==> config.mk <==
export PLATFORM = sky130hd
export DESIGN_NAME = csr_unit
export DESIGN_NICKNAME = d
export VERILOG_FILES = /design/src/logic/csr_pkg.sv /design/src/logic/csr_unit.sv /design/src/logic/csr_commit.sv /design/src/logic/csr_regfile.sv /design/src/logic/csr_trap_ctrl.sv
export VERILOG_INCLUDE_DIRS = /design/src /design/src/logic
export SDC_FILE = /design/constraint.sdc
export NUM_CORES = 1
export LEC_CHECK = 0
export BUFFER_PORTS_ARGS = -buffer_cell sky130_fd_sc_hd__buf_2
export CELL_PAD_IN_SITES_DETAIL_PLACEMENT = 0
export CELL_PAD_IN_SITES_GLOBAL_PLACEMENT = 1
export CORE_UTILIZATION = 25
export DETAILED_ROUTE_END_ITERATION = 12
export PLACE_DENSITY = 0.58
export SLEW_MARGIN = 30
export SYNTH_ARGS = -nofsm -noshare
export SYNTH_HDL_FRONTEND = slang
export SYNTH_SLANG_ARGS = --single-unit
==> constraint.sdc <==
create_clock -name clk_i -period 4.32 [get_ports clk_i]
set_clock_uncertainty 0.2 [all_clocks]
set_input_delay 0.432 -clock clk_i [delete_from_list [all_inputs] [get_ports clk_i]]
set_output_delay 0.432 -clock clk_i [all_outputs]
set_load 0.01 [all_outputs]
==> src/logic/csr_defs.svh <==
`ifndef CSR_DEFS_SVH
`define CSR_DEFS_SVH

// Datapath widths
`define CSR_XLEN            64
`define CSR_VADDR_W         39
`define CSR_ECODE_W         4

// Core identity
`define CSR_BOOT_PC         39'h00_8000_0000
`define CSR_MARCHID         64'd7
`define CSR_MIMPID          64'd1
// RV64 with I, M and U
`define CSR_MISA_VAL        64'h8000_0000_0010_1100

// User counter views
`define CSR_ADDR_CYCLE         12'hC00
`define CSR_ADDR_INSTRET       12'hC02

// Machine trap setup
`define CSR_ADDR_MSTATUS       12'h300
`define CSR_ADDR_MISA          12'h301
`define CSR_ADDR_MIE           12'h304
`define CSR_ADDR_MTVEC         12'h305
`define CSR_ADDR_MCOUNTEREN    12'h306
`define CSR_ADDR_MCOUNTINHIBIT 12'h320

// Machine trap handling
`define CSR_ADDR_MSCRATCH      12'h340
`define CSR_ADDR_MEPC          12'h341
`define CSR_ADDR_MCAUSE        12'h342
`define CSR_ADDR_MTVAL         12'h343
`define CSR_ADDR_MIP           12'h344

// Machine counters
`define CSR_ADDR_MCYCLE        12'hB00
`define CSR_ADDR_MINSTRET      12'hB02

// Read-only identity registers
`define CSR_ADDR_MVENDORID     12'hF11
`define CSR_ADDR_MARCHID       12'hF12
`define CSR_ADDR_MIMPID        12'hF13
`define CSR_ADDR_MHARTID       12'hF14

`endif
==> src/logic/csr_pkg.sv <==
`default_nettype none

`include "csr_defs.svh"

package csr_pkg;

  typedef enum logic [1:0] {
    e_priv_u = 2'b00,
    e_priv_m = 2'b11
  } priv_e;

  typedef enum logic [2:0] {
    e_csrrw,
    e_csrrs,
    e_csrrc,
    e_csrrwi,
    e_csrrsi,
    e_csrrci,
    e_mret
  } csr_op_e;

  typedef struct packed {
    logic [1:0] access;
    logic [1:0] priv;
    logic [7:0] index;
  } csr_addr_fields_s;

  // Same 12 bits, seen as a raw address or as its encoded fields
  typedef union packed {
    logic [11:0]      raw;
    csr_addr_fields_s f;
  } csr_addr_u;

  typedef struct packed {
    csr_op_e                op;
    csr_addr_u              addr;
    logic [`CSR_XLEN-1:0]   data;
  } csr_cmd_s;

  typedef struct packed {
    logic instr_misaligned;
    logic instr_access_fault;
    logic illegal_instr;
    logic ebreak;
    logic ecall;
    logic load_misaligned;
    logic load_access_fault;
    logic store_misaligned;
  } exc_s;

  typedef struct packed {
    logic [50:0] rsvd_63_13;
    priv_e       mpp;
    logic [2:0]  rsvd_10_8;
    logic        mpie;
    logic [2:0]  rsvd_6_4;
    logic        mie;
    logic [2:0]  rsvd_2_0;
  } mstatus_s;

  // mip and mie layout
  typedef struct packed {
    logic [51:0] rsvd_63_12;
    logic        mei;
    logic [2:0]  rsvd_10_8;
    logic        mti;
    logic [2:0]  rsvd_6_4;
    logic        msi;
    logic [2:0]  rsvd_2_0;
  } irq_bits_s;

  typedef struct packed {
    logic                     interrupt;
    logic [58:0]              rsvd;
    logic [`CSR_ECODE_W-1:0]  ecode;
  } mcause_s;

  typedef struct packed {
    logic                     v;
    logic                     interrupt;
    logic [`CSR_ECODE_W-1:0]  ecode;
  } trap_s;

  typedef struct packed {
    logic                     v;
    logic                     instret;
    logic [`CSR_VADDR_W-1:0]  pc;
    logic [`CSR_VADDR_W-1:0]  npc;
    priv_e                    priv_n;
    logic                     exception;
    logic                     interrupt;
    logic                     eret;
    logic [31:0]              instr;
  } commit_pkt_s;

endpackage

`default_nettype wire

==> src/logic/csr_unit.sv <==
`timescale 1ns/1ps
`default_nettype none

`include "csr_defs.svh"

module csr_unit
  #(parameter int unsigned hart_id_p = 0)
  (input  logic                       clk_i
   , input logic                      arst_n_i

   , input logic                      csr_cmd_v_i
   , input csr_pkg::csr_cmd_s         csr_cmd_i
   , output logic [`CSR_XLEN-1:0]     csr_data_o

   , input logic                      retire_v_i
   , input csr_pkg::exc_s             exc_i
   , input logic [31:0]               instr_i
   , input logic [`CSR_VADDR_W-1:0]   npc_i
   , input logic [`CSR_VADDR_W-1:0]   vaddr_i

   , input logic                      timer_irq_i
   , input logic                      software_irq_i
   , input logic                      external_irq_i
   , input logic                      interrupt_v_i
   , output logic                     interrupt_ready_o

   , output csr_pkg::commit_pkt_s     commit_pkt_o
   );

  logic                    illegal, mret, instret;
  csr_pkg::priv_e          priv, priv_n;
  csr_pkg::mstatus_s       mstatus;
  csr_pkg::irq_bits_s      mie, mip;
  csr_pkg::trap_s          trap;
  logic [`CSR_VADDR_W-1:0] mtvec, mepc, apc;

  csr_trap_ctrl trap_ctrl_i
    (.retire_v_i(retire_v_i)
     ,.exc_i(exc_i)
     ,.illegal_i(illegal)
     ,.priv_i(priv)
     ,.mstatus_i(mstatus)
     ,.mie_i(mie)
     ,.mip_i(mip)
     ,.interrupt_v_i(interrupt_v_i)
     ,.trap_o(trap)
     ,.interrupt_ready_o(interrupt_ready_o)
     );

  csr_regfile #(.hart_id_p(hart_id_p)) regfile_i
    (.clk_i(clk_i)
     ,.arst_n_i(arst_n_i)
     ,.csr_cmd_v_i(csr_cmd_v_i)
     ,.csr_cmd_i(csr_cmd_i)
     ,.retire_v_i(retire_v_i)
     ,.instr_i(instr_i)
     ,.vaddr_i(vaddr_i)
     ,.timer_irq_i(timer_irq_i)
     ,.software_irq_i(software_irq_i)
     ,.external_irq_i(external_irq_i)
     ,.trap_i(trap)
     ,.apc_i(apc)
     ,.instret_i(instret)
     ,.csr_data_o(csr_data_o)
     ,.illegal_o(illegal)
     ,.mret_o(mret)
     ,.priv_o(priv)
     ,.priv_n_o(priv_n)
     ,.mstatus_o(mstatus)
     ,.mie_o(mie)
     ,.mip_o(mip)
     ,.mtvec_o(mtvec)
     ,.mepc_o(mepc)
     );

  csr_commit commit_i
    (.clk_i(clk_i)
     ,.arst_n_i(arst_n_i)
     ,.retire_v_i(retire_v_i)
     ,.npc_i(npc_i)
     ,.instr_i(instr_i)
     ,.trap_i(trap)
     ,.mret_i(mret)
     ,.mtvec_i(mtvec)
     ,.mepc_i(mepc)
     ,.priv_n_i(priv_n)
     ,.apc_o(apc)
     ,.instret_o(instret)
     ,.commit_pkt_o(commit_pkt_o)
     );

endmodule

`default_nettype wire

==> src/logic/csr_commit.sv <==
`timescale 1ns/1ps
`default_nettype none

`include "csr_defs.svh"

module csr_commit
  (input  logic                       clk_i
   , input logic                      arst_n_i

   , input logic                      retire_v_i
   , input logic [`CSR_VADDR_W-1:0]   npc_i
   , input logic [31:0]               instr_i
   , input csr_pkg::trap_s            trap_i
   , input logic                      mret_i
   , input logic [`CSR_VADDR_W-1:0]   mtvec_i
   , input logic [`CSR_VADDR_W-1:0]   mepc_i
   , input csr_pkg::priv_e            priv_n_i

   , output logic [`CSR_VADDR_W-1:0]  apc_o
   , output logic                     instret_o
   , output csr_pkg::commit_pkt_s     commit_pkt_o
   );

  logic [`CSR_VADDR_W-1:0] apc_r, apc_n;
  logic                    eret;

  // A trap in the same cycle wins over mret
  assign eret      = mret_i & ~trap_i.v;
  assign instret_o = retire_v_i & ~trap_i.v;

  always_comb
  begin
    if (eret)
      apc_n = mepc_i;
    else if (trap_i.v)
      apc_n = {mtvec_i[`CSR_VADDR_W-1:2], 2'b00};
    else if (instret_o)
      apc_n = npc_i;
    else
      apc_n = apc_r;
  end

  always_ff @(posedge clk_i or negedge arst_n_i)
  begin
    if (!arst_n_i)
      apc_r <= `CSR_BOOT_PC;
    else
      apc_r <= apc_n;
  end

  assign apc_o = apc_r;

  always_comb
  begin
    commit_pkt_o           = '0;
    commit_pkt_o.v         = trap_i.v | eret;
    commit_pkt_o.instret   = instret_o;
    commit_pkt_o.pc        = apc_r;
    commit_pkt_o.npc       = apc_n;
    commit_pkt_o.priv_n    = priv_n_i;
    commit_pkt_o.exception = trap_i.v & ~trap_i.interrupt;
    commit_pkt_o.interrupt = trap_i.v & trap_i.interrupt;
    commit_pkt_o.eret      = eret;
    commit_pkt_o.instr     = instr_i;
  end

endmodule

`default_nettype wire

==> src/logic/csr_regfile.sv <==
`timescale 1ns/1ps
`default_nettype none

`include "csr_defs.svh"

module csr_regfile
  #(parameter int unsigned hart_id_p = 0)
  (input  logic                       clk_i
   , input logic                      arst_n_i

   , input logic                      csr_cmd_v_i
   , input csr_pkg::csr_cmd_s         csr_cmd_i
   , input logic                      retire_v_i
   , input logic [31:0]               instr_i
   , input logic [`CSR_VADDR_W-1:0]   vaddr_i

   , input logic                      timer_irq_i
   , input logic                      software_irq_i
   , input logic                      external_irq_i

   , input csr_pkg::trap_s            trap_i
   , input logic [`CSR_VADDR_W-1:0]   apc_i
   , input logic                      instret_i

   , output logic [`CSR_XLEN-1:0]     csr_data_o
   , output logic                     illegal_o
   , output logic                     mret_o
   , output csr_pkg::priv_e           priv_o
   , output csr_pkg::priv_e           priv_n_o
   , output csr_pkg::mstatus_s        mstatus_o
   , output csr_pkg::irq_bits_s       mie_o
   , output csr_pkg::irq_bits_s       mip_o
   , output logic [`CSR_VADDR_W-1:0]  mtvec_o
   , output logic [`CSR_VADDR_W-1:0]  mepc_o
   );

  csr_pkg::priv_e     priv_r, priv_n;
  csr_pkg::mstatus_s  mstatus_r, mstatus_n, mstatus_w;
  csr_pkg::irq_bits_s mie_r, mie_n, mie_w, mip_r, mip_n;
  csr_pkg::mcause_s   mcause_r, mcause_n;

  logic [`CSR_XLEN-1:0] mtvec_r, mtvec_n, mscratch_r, mscratch_n;
  logic [`CSR_XLEN-1:0] mepc_r, mepc_n, mtval_r, mtval_n;
  logic [`CSR_XLEN-1:0] mcounteren_r, mcounteren_n, mcountinhibit_r, mcountinhibit_n;
  logic [`CSR_XLEN-1:0] mcycle_r, mcycle_n, minstret_r, minstret_n;

  logic [`CSR_XLEN-1:0] rdata, wdata, imm;
  logic                 cmd_fire, is_mret, addr_known, cnt_denied, do_write;

  assign cmd_fire = csr_cmd_v_i & retire_v_i;
  assign is_mret  = (csr_cmd_i.op == csr_pkg::e_mret);

  // Old value
  always_comb
  begin
    rdata      = '0;
    addr_known = 1'b1;
    case (csr_cmd_i.addr.raw)
      `CSR_ADDR_CYCLE, `CSR_ADDR_MCYCLE:     rdata = mcycle_r;
      `CSR_ADDR_INSTRET, `CSR_ADDR_MINSTRET: rdata = minstret_r;
      `CSR_ADDR_MSTATUS:       rdata = mstatus_r;
      `CSR_ADDR_MISA:          rdata = `CSR_MISA_VAL;
      `CSR_ADDR_MIE:           rdata = mie_r;
      `CSR_ADDR_MTVEC:         rdata = mtvec_r;
      `CSR_ADDR_MCOUNTEREN:    rdata = mcounteren_r;
      `CSR_ADDR_MCOUNTINHIBIT: rdata = mcountinhibit_r;
      `CSR_ADDR_MSCRATCH:      rdata = mscratch_r;
      `CSR_ADDR_MEPC:          rdata = mepc_r;
      `CSR_ADDR_MCAUSE:        rdata = mcause_r;
      `CSR_ADDR_MTVAL:         rdata = mtval_r;
      `CSR_ADDR_MIP:           rdata = mip_r;
      `CSR_ADDR_MVENDORID:     rdata = '0;
      `CSR_ADDR_MARCHID:       rdata = `CSR_MARCHID;
      `CSR_ADDR_MIMPID:        rdata = `CSR_MIMPID;
      `CSR_ADDR_MHARTID:       rdata = `CSR_XLEN'(hart_id_p);
      default:                 addr_known = 1'b0;
    endcase
  end

  // User counter views gated by mcounteren cy and ir
  assign cnt_denied = (priv_r == csr_pkg::e_priv_u)
                      & (((csr_cmd_i.addr.raw == `CSR_ADDR_CYCLE) & ~mcounteren_r[0])
                         | ((csr_cmd_i.addr.raw == `CSR_ADDR_INSTRET) & ~mcounteren_r[2]));

  assign illegal_o = cmd_fire & (is_mret ? (priv_r != csr_pkg::e_priv_m)
                                         : ((priv_r < csr_cmd_i.addr.f.priv)
                                            | cnt_denied | ~addr_known));
  assign mret_o    = cmd_fire & is_mret & (priv_r == csr_pkg::e_priv_m);

  assign imm = `CSR_XLEN'(csr_cmd_i.data[4:0]);

  always_comb
  begin
    case (csr_cmd_i.op)
      csr_pkg::e_csrrw:  wdata = csr_cmd_i.data;
      csr_pkg::e_csrrs:  wdata = rdata | csr_cmd_i.data;
      csr_pkg::e_csrrc:  wdata = rdata & ~csr_cmd_i.data;
      csr_pkg::e_csrrwi: wdata = imm;
      csr_pkg::e_csrrsi: wdata = rdata | imm;
      csr_pkg::e_csrrci: wdata = rdata & ~imm;
      default:           wdata = rdata;
    endcase
  end

  // Access field 2'b11 marks a read-only CSR
  assign do_write  = cmd_fire & ~is_mret & ~trap_i.v & (csr_cmd_i.addr.f.access != 2'b11);
  assign mstatus_w = wdata;
  assign mie_w     = wdata;

  always_comb
  begin
    priv_n          = priv_r;
    mstatus_n       = mstatus_r;
    mie_n           = mie_r;
    mtvec_n         = mtvec_r;
    mscratch_n      = mscratch_r;
    mepc_n          = mepc_r;
    mcause_n        = mcause_r;
    mtval_n         = mtval_r;
    mcounteren_n    = mcounteren_r;
    mcountinhibit_n = mcountinhibit_r;
    mcycle_n        = mcountinhibit_r[0] ? mcycle_r : mcycle_r + `CSR_XLEN'(1);
    minstret_n      = mcountinhibit_r[2] ? minstret_r : minstret_r + `CSR_XLEN'(instret_i);

    mip_n     = '0;
    mip_n.msi = software_irq_i;
    mip_n.mti = timer_irq_i;
    mip_n.mei = external_irq_i;

    if (do_write)
    begin
      case (csr_cmd_i.addr.raw)
        `CSR_ADDR_MSTATUS:
        begin
          mstatus_n      = '0;
          mstatus_n.mie  = mstatus_w.mie;
          mstatus_n.mpie = mstatus_w.mpie;
          // Only U and M are legal previous modes
          mstatus_n.mpp  = (mstatus_w.mpp == csr_pkg::e_priv_m) ? csr_pkg::e_priv_m
                                                                  : csr_pkg::e_priv_u;
        end
        `CSR_ADDR_MIE:
        begin
          mie_n     = '0;
          mie_n.msi = mie_w.msi;
          mie_n.mti = mie_w.mti;
          mie_n.mei = mie_w.mei;
        end
        `CSR_ADDR_MTVEC:         mtvec_n         = wdata;
        `CSR_ADDR_MCOUNTEREN:    mcounteren_n    = wdata;
        `CSR_ADDR_MCOUNTINHIBIT: mcountinhibit_n = wdata;
        `CSR_ADDR_MSCRATCH:      mscratch_n      = wdata;
        `CSR_ADDR_MEPC:          mepc_n          = wdata;
        `CSR_ADDR_MCAUSE:        mcause_n        = wdata;
        `CSR_ADDR_MTVAL:         mtval_n         = wdata;
        `CSR_ADDR_MCYCLE:        mcycle_n        = wdata;
        `CSR_ADDR_MINSTRET:      minstret_n      = wdata;
        default: ;
      endcase
    end

    if (mret_o & ~trap_i.v)
    begin
      priv_n         = mstatus_r.mpp;
      mstatus_n.mie  = mstatus_r.mpie;
      mstatus_n.mpie = 1'b1;
      mstatus_n.mpp  = csr_pkg::e_priv_u;
    end

    if (trap_i.v)
    begin
      priv_n             = csr_pkg::e_priv_m;
      mstatus_n.mpp      = priv_r;
      mstatus_n.mpie     = mstatus_r.mie;
      mstatus_n.mie      = 1'b0;
      mepc_n             = `CSR_XLEN'($signed(apc_i));
      mcause_n           = '0;
      mcause_n.interrupt = trap_i.interrupt;
      mcause_n.ecode     = trap_i.ecode;
      mtval_n            = '0;
      if (!trap_i.interrupt)
      begin
        case (trap_i.ecode)
          `CSR_ECODE_W'(2): mtval_n = `CSR_XLEN'(instr_i);
          // Misaligned and access faults report the faulting address
          `CSR_ECODE_W'(0), `CSR_ECODE_W'(1), `CSR_ECODE_W'(4),
          `CSR_ECODE_W'(5), `CSR_ECODE_W'(6): mtval_n = `CSR_XLEN'($signed(vaddr_i));
          default:          mtval_n = '0;
        endcase
      end
    end
  end

  always_ff @(posedge clk_i or negedge arst_n_i)
  begin
    if (!arst_n_i)
    begin
      priv_r          <= csr_pkg::e_priv_m;
      mstatus_r       <= '0;
      mie_r           <= '0;
      mip_r           <= '0;
      mtvec_r         <= '0;
      mscratch_r      <= '0;
      mepc_r          <= '0;
      mcause_r        <= '0;
      mtval_r         <= '0;
      mcounteren_r    <= '0;
      mcountinhibit_r <= '0;
      mcycle_r        <= '0;
      minstret_r      <= '0;
    end
    else
    begin
      priv_r          <= priv_n;
      mstatus_r       <= mstatus_n;
      mie_r           <= mie_n;
      mip_r           <= mip_n;
      mtvec_r         <= mtvec_n;
      mscratch_r      <= mscratch_n;
      mepc_r          <= mepc_n;
      mcause_r        <= mcause_n;
      mtval_r         <= mtval_n;
      mcounteren_r    <= mcounteren_n;
      mcountinhibit_r <= mcountinhibit_n;
      mcycle_r        <= mcycle_n;
      minstret_r      <= minstret_n;
    end
  end

  assign csr_data_o = rdata;
  assign priv_o     = priv_r;
  assign priv_n_o   = priv_n;
  assign mstatus_o  = mstatus_r;
  assign mie_o      = mie_r;
  assign mip_o      = mip_r;
  assign mtvec_o    = mtvec_r[`CSR_VADDR_W-1:0];
  assign mepc_o     = mepc_r[`CSR_VADDR_W-1:0];

endmodule

`default_nettype wire

==> src/logic/csr_trap_ctrl.sv <==
`timescale 1ns/1ps
`default_nettype none

`include "csr_defs.svh"

module csr_trap_ctrl
  (input  logic                 retire_v_i
   , input csr_pkg::exc_s       exc_i
   , input logic                illegal_i
   , input csr_pkg::priv_e      priv_i
   , input csr_pkg::mstatus_s   mstatus_i
   , input csr_pkg::irq_bits_s  mie_i
   , input csr_pkg::irq_bits_s  mip_i
   , input logic                interrupt_v_i

   , output csr_pkg::trap_s     trap_o
   , output logic               interrupt_ready_o
   );

  localparam int dec_w_lp = 1 << `CSR_ECODE_W;

  logic [dec_w_lp-1:0] exc_dec;
  logic [dec_w_lp-1:0] irq_dec;
  csr_pkg::irq_bits_s  irq_pend;
  logic                mgie;

  // Lowest set code wins
  function automatic logic [`CSR_ECODE_W-1:0] lowest_set(input logic [dec_w_lp-1:0] vec);
    logic [`CSR_ECODE_W-1:0] code;
    code = '0;
    for (int i = dec_w_lp-1; i >= 0; i--)
    begin
      if (vec[i])
        code = `CSR_ECODE_W'(i);
    end
    return code;
  endfunction

  always_comb
  begin
    exc_dec     = '0;
    exc_dec[0]  = exc_i.instr_misaligned;
    exc_dec[1]  = exc_i.instr_access_fault;
    exc_dec[2]  = exc_i.illegal_instr | illegal_i;
    exc_dec[3]  = exc_i.ebreak;
    exc_dec[4]  = exc_i.load_misaligned;
    exc_dec[5]  = exc_i.load_access_fault;
    exc_dec[6]  = exc_i.store_misaligned;
    exc_dec[8]  = exc_i.ecall & (priv_i == csr_pkg::e_priv_u);
    exc_dec[11] = exc_i.ecall & (priv_i == csr_pkg::e_priv_m);
  end

  // U mode is always interruptible by M
  assign mgie     = (priv_i == csr_pkg::e_priv_m) ? mstatus_i.mie : 1'b1;
  assign irq_pend = mie_i & mip_i;

  always_comb
  begin
    irq_dec     = '0;
    irq_dec[3]  = irq_pend.msi & mgie;
    irq_dec[7]  = irq_pend.mti & mgie;
    irq_dec[11] = irq_pend.mei & mgie;
  end

  assign interrupt_ready_o = |irq_dec;

  always_comb
  begin
    trap_o = '0;
    if (interrupt_v_i & interrupt_ready_o)
    begin
      trap_o.v         = 1'b1;
      trap_o.interrupt = 1'b1;
      trap_o.ecode     = lowest_set(irq_dec);
    end
    else if (retire_v_i & (|exc_dec))
    begin
      trap_o.v     = 1'b1;
      trap_o.ecode = lowest_set(exc_dec);
    end
  end

endmodule

`default_nettype wire

==> flow_results.xml <==
<?xml version="1.0" encoding="UTF-8"?>
<metrics>
  <group name="logic_synthesis">
    <metric name="synth.lib_cells_used.distinct" unit="">94</metric>
    <metric name="synth_fp_nets" unit="">3982</metric>
    <metric name="yosys_most_used_dff" unit="">dfrtp_1</metric>
    <metric name="netlist_top_cells_area" unit="">dfrtp_1, o21ai_0, nor2_1</metric>
    <metric name="postSynthRegisterBits" unit="">627</metric>
    <metric name="post-synth-top-area-cell" unit="">dfrtp_1</metric>
    <metric name="number_of_enable_flip_flop_cells_after_synthesis" unit="">0</metric>
    <metric name="yosys_top_cell_area_share" unit="%">45.6</metric>
    <metric name="synth.avg_cell_area" unit="um2">9.08</metric>
    <metric name="syn-cell-area" unit="um2">34200</metric>
    <metric name="synth-seq-area-share" unit="%">45.8</metric>
    <metric name="synth_cells" unit="">3773</metric>
    <metric name="synth-warning-count" unit="">0</metric>
    <metric name="postSynth.asyncResetShare" unit="%">100</metric>
  </group>
  <group name="critical_path">
    <metric name="timing.critical_path.depth" unit="">13</metric>
    <metric name="worst_setup_path_start_kind" unit="">register</metric>
    <metric name="crit_reg_reg_endpoint" unit="">regfile_i.minstret_r[63]$_DFF_PN0_</metric>
    <metric name="cp_slowest_cell" unit="">dfrtp_1</metric>
    <metric name="rr_startpoint" unit="">regfile_i.mip_o[7]$_DFF_PN0_</metric>
    <metric name="timing.critical_path.mode_cell" unit="">and3_1</metric>
    <metric name="cp.arrival" unit="ps">4440</metric>
    <metric name="cp_data_required_time" unit="ps">4660</metric>
    <metric name="crit_type" unit="">reg -&gt; reg</metric>
    <metric name="cp.buffers_inverters" unit="">0</metric>
    <metric name="critPathCaptureType" unit="">register</metric>
    <metric name="origin_of_the_worst_setup_path" unit="">regfile_i.mip_o[7]$_DFF_PN0_</metric>
    <metric name="worst_setup_path_end" unit="">regfile_i.minstret_r[63]$_DFF_PN0_</metric>
    <metric name="worstPathCellList" unit="">a222oi_1 &gt; or3b_2 &gt; o2111a_1 &gt; and3_1 &gt; ha_1 &gt; and4b_1 &gt; and3_1 &gt; nand3_1 &gt; nor4_2 &gt; nand2_1 &gt; nor3_1 &gt; xnor2_1 &gt; a21oi_1</metric>
    <metric name="reg2reg_setup_slack" unit="ps">220</metric>
    <metric name="critical_path.top_delay_family" unit="">simple AND/OR/NAND/NOR gates</metric>
    <metric name="worstRegToRegCells" unit="">13</metric>
    <metric name="crit_path_max_fanout" unit="">4</metric>
    <metric name="timing.critical_path.slowest_cell_delay" unit="ps">480</metric>
  </group>
  <group name="global_route">
    <metric name="grt_pass1_wl" unit="mm">232</metric>
    <metric name="antenna_found_initial" unit="">18</metric>
    <metric name="vias_in_the_first_global_route" unit="">31400</metric>
    <metric name="globalRoute.totalOverflow" unit="">0</metric>
    <metric name="groute.usage.overall" unit="%">23.1</metric>
    <metric name="grt_max_degree" unit="">129</metric>
  </group>
  <group name="placement">
    <metric name="io_buffers" unit="">386</metric>
    <metric name="dpl_wire_length" unit="mm">117</metric>
    <metric name="pre_cts_slack" unit="ps">-145</metric>
    <metric name="placement.cell_area" unit="um2">39400</metric>
    <metric name="routabilityCongestion" unit="">0.893</metric>
  </group>
  <group name="power_and_ir_drop">
    <metric name="vdd_drop_max" unit="V">0.000249</metric>
    <metric name="power.share.combinational" unit="%">11.1</metric>
    <metric name="p_leak" unit="nW">19.6</metric>
    <metric name="clock_power_share" unit="%">47.4</metric>
    <metric name="power_per_cell_area" unit="nW/um2">352</metric>
    <metric name="internal-power" unit="W">0.0110</metric>
    <metric name="swShare" unit="%">27.3</metric>
    <metric name="share_seq_of_total_power" unit="%">41.5</metric>
    <metric name="finalPower" unit="W">0.0151</metric>
    <metric name="switching_power" unit="W">0.00412</metric>
  </group>
  <group name="layout">
    <metric name="drive_gt1_share" unit="%">20.4</metric>
    <metric name="final_cell_mix" unit="">dfrtp_1, nor2_1, nand2_1</metric>
    <metric name="n_fill_cell" unit="">14400</metric>
    <metric name="multi_input_comb_area" unit="um2">16800</metric>
    <metric name="num-nets-final" unit="">4423</metric>
    <metric name="layout_commonest_cell" unit="">dfrtp_1</metric>
    <metric name="seq_area" unit="um2">15700</metric>
    <metric name="finalInstanceArea" unit="um2">42900</metric>
    <metric name="syn2layout_area_growth" unit="%">25.3</metric>
  </group>
  <group name="clocking">
    <metric name="cts-htree-levels" unit="">3</metric>
    <metric name="clock_insertion_delay_worst_skew" unit="ps">700</metric>
    <metric name="clk_path_buf_depth" unit="">3</metric>
    <metric name="clkSlewWorstSetupHoldPaths" unit="ps">60</metric>
    <metric name="cts.root.buffer_cell" unit="">clkbuf_16</metric>
    <metric name="numClockSinks" unit="">627</metric>
    <metric name="cts_tree" unit="">yes</metric>
    <metric name="cts_inserted_buffers" unit="">81</metric>
  </group>
  <group name="timing">
    <metric name="setup_viol" unit="">0</metric>
    <metric name="tightest_slew" unit="ps">1070</metric>
    <metric name="layout_min_cycle_time" unit="ps">4100</metric>
    <metric name="setup-tns-final" unit="ps">0</metric>
    <metric name="timing.max_slew.rel_slack" unit="%">28.9</metric>
    <metric name="maxClockFrequency" unit="MHz">244</metric>
    <metric name="grt_setup_unrepaired" unit="">no</metric>
    <metric name="fin_max_slew_vios" unit="">0</metric>
    <metric name="report.final.hold_viol_count" unit="">0</metric>
    <metric name="finalCritPeriodShare" unit="%">94.9</metric>
    <metric name="fin_hold_ws" unit="ps">1.31</metric>
    <metric name="setup_ws" unit="ps">219</metric>
  </group>
  <group name="die">
    <metric name="die_width" unit="um">372</metric>
    <metric name="design.core.area" unit="um2">136000</metric>
    <metric name="start_util" unit="%">25.2</metric>
    <metric name="io_pins" unit="">387</metric>
    <metric name="fp.dieH" unit="um">372</metric>
    <metric name="design.die.area" unit="um2">138000</metric>
    <metric name="placement_rows" unit="">135</metric>
  </group>
  <group name="route">
    <metric name="detail_route.vias_per_cell" unit="">5.31</metric>
    <metric name="drt_iter0_drc" unit="">3336</metric>
    <metric name="remaining_drc_errors" unit="">0</metric>
    <metric name="route.antenna.remaining_nets" unit="">0</metric>
    <metric name="routed_wire_length_per_instance" unit="um">26.8</metric>
    <metric name="drt_wl_total" unit="mm">162</metric>
    <metric name="drt_first_pass_iters" unit="">6</metric>
    <metric name="via_count" unit="">32200</metric>
  </group>
  <group name="flow_run">
    <metric name="drv_cap" unit="">0</metric>
  </group>
  <group name="min_path">
    <metric name="path_class_of_the_lowest_slack_min_delay_path" unit="">in -&gt; reg</metric>
  </group>
  <group name="run_status">
    <metric name="run_status" unit="">complete, no violations</metric>
  </group>
</metrics>
==> power by group through the flow <==
| stage | Clock [W] | Sequential [W] | Combinational (W) |
|---|---|---|---|
| 6_report | 0.00716 | 0.00626 | 0.00167 |
| 5_1_grt | 0.00754 | 0.00628 | 0.00180 |
| 4_1_cts | 0.00731 | 0.00626 | 0.00168 |
| 3_5_place_dp | 0 | 0.00636 | 0.00160 |
| 3_3_place_gp | 0 | 0.00636 | 0.00159 |
| 2_1_floorplan | 0 | 0.00629 | 0.000770 |
==> registers in the layout, indices dropped and copies added (netlist names), 3 cells and up <==
name and count:
regfile_i.mscratch_r 64, regfile_i.mip_o 3, regfile_i.mcountinhibit_r 64, commit_i.apc_o 39
regfile_i.mtvec_r 64, regfile_i.mtval_r 64, regfile_i.mcause_r 64, regfile_i.mcounteren_r 64
regfile_i.mstatus_o 4, regfile_i.mepc_r 64, regfile_i.minstret_r 64, regfile_i.mcycle_r 64
regfile_i.mie_o 3
==> through the flow <==
step / utilization [%] / std cells
3_3_place_gp: 29.0 / 5837
3_5_place_dp: 29.0 / 5837
6_report: 31.6 / 6059
4_1_cts: 31.6 / 6056
2_1_floorplan: - / 3773
5_1_grt: 31.6 / 6058
==> how the worst min path moves through the flow <==
| stage | cells past startpoint | from | slack (ps) | endpoint |
|---|---|---|---|---|
| after floorplan | 0 | arst_n_i | -60 | commit_i.apc_o[0]$_DFF_PN0_ |
| after global placement | 1 | arst_n_i | 200 | commit_i.apc_o[35]$_DFF_PN0_ |
| after detailed placement | 1 | arst_n_i | 200 | commit_i.apc_o[35]$_DFF_PN0_ |
| after CTS | 5 | npc_i[26] | 7 | commit_i.apc_o[26]$_DFF_PN0_ |
| after global routing | 4 | instr_i[12] | 50 | regfile_i.mtval_r[12]$_DFFE_PN0P_ |
| final | 3 | csr_cmd_i[0] | 1 | regfile_i.mtvec_r[0]$_DFFE_PN0P_ |
==> Yosys cell counts, types with 13 or more instances <==
| master | instances |
|---|---|
| nor2_1 | 422 |
| inv_1 | 52 |
| o31a_1 | 19 |
| and4_1 | 20 |
| buf_4 | 47 |
| o31ai_1 | 34 |
| nor2b_1 | 13 |
| and3_1 | 42 |
| dfrtp_1 | 624 |
| a21oi_1 | 208 |
| a22oi_1 | 116 |
| a22o_1 | 52 |
| a211oi_1 | 80 |
| nand2b_1 | 41 |
| xor2_1 | 78 |
| nand3_1 | 80 |
| a222oi_1 | 48 |
| nor3_1 | 54 |
| o21ai_1 | 55 |
| nor4_1 | 20 |
| buf_2 | 110 |
| clkbuf_1 | 163 |
| buf_1 | 21 |
| and2_1 | 13 |
| nand4_1 | 76 |
| xnor2_1 | 49 |
| o21ai_0 | 368 |
| buf_6 | 13 |
| a21o_1 | 37 |
| nor3b_1 | 16 |
| nand2_1 | 390 |
| mux2_2 | 22 |
| o21a_1 | 37 |
| mux2i_1 | 137 |
==> worst register-to-register path: stages, from the launching register on <==
cell and delay [ps]:
dfrtp_1 480, a222oi_1 480, or3b_2 220, o2111a_1 210, and3_1 320, ha_1 230, and4b_1 240, and3_1 240
nand3_1 260, nor4_2 480, nand2_1 150, nor3_1 210, xnor2_1 150, a21oi_1 80
==> cells by family (layout without fill, tap and decap cells) <==
kind of cell    after synthesis  after routing  share of synthesized area [%]
xor+xnor                    127            127                           3.25
mux                         162            162                           4.89
compound gates             1195           1195                           22.9
other cells                   0              2                              0
simple gates               1250           1250                           17.3
flops                       627            627                           45.8
buf+inv                     408            911                           5.68
fa+ha+maj                     4              4                          0.146
==> per-layer routing <==
| metal | global-route usage, % | vias to the layer above | wire (um) |
|---|---|---|---|
| li1 | - | 14500 | - |
| met1 | 31.4 | 16300 | 71200 |
| met2 | 37.3 | 1166 | 75700 |
| met3 | 3.89 | 206 | 10800 |
| met4 | 6.91 | 18 | 4600 |
| met5 | 0 | - | 108 |
==> repair_timing <==
action / in CTS / in global routing
buffers inserted: 0 / 0
hold endpoints to repair: 226 / 0
hold buffers: 74 / 0
resized for setup: 0 / 0
==> layout make-up <==
type,count,area share [%]
diodes,2,0.0117
clock buffers,121,5.73
clock inverters,24,0.767
inverters,53,0.464
multi-input cells,2738,39.2
flip-flops and latches,627,36.6
well taps,1781,5.19
repair buffers,713,12.1
Power figures use the tool's default switching activity.
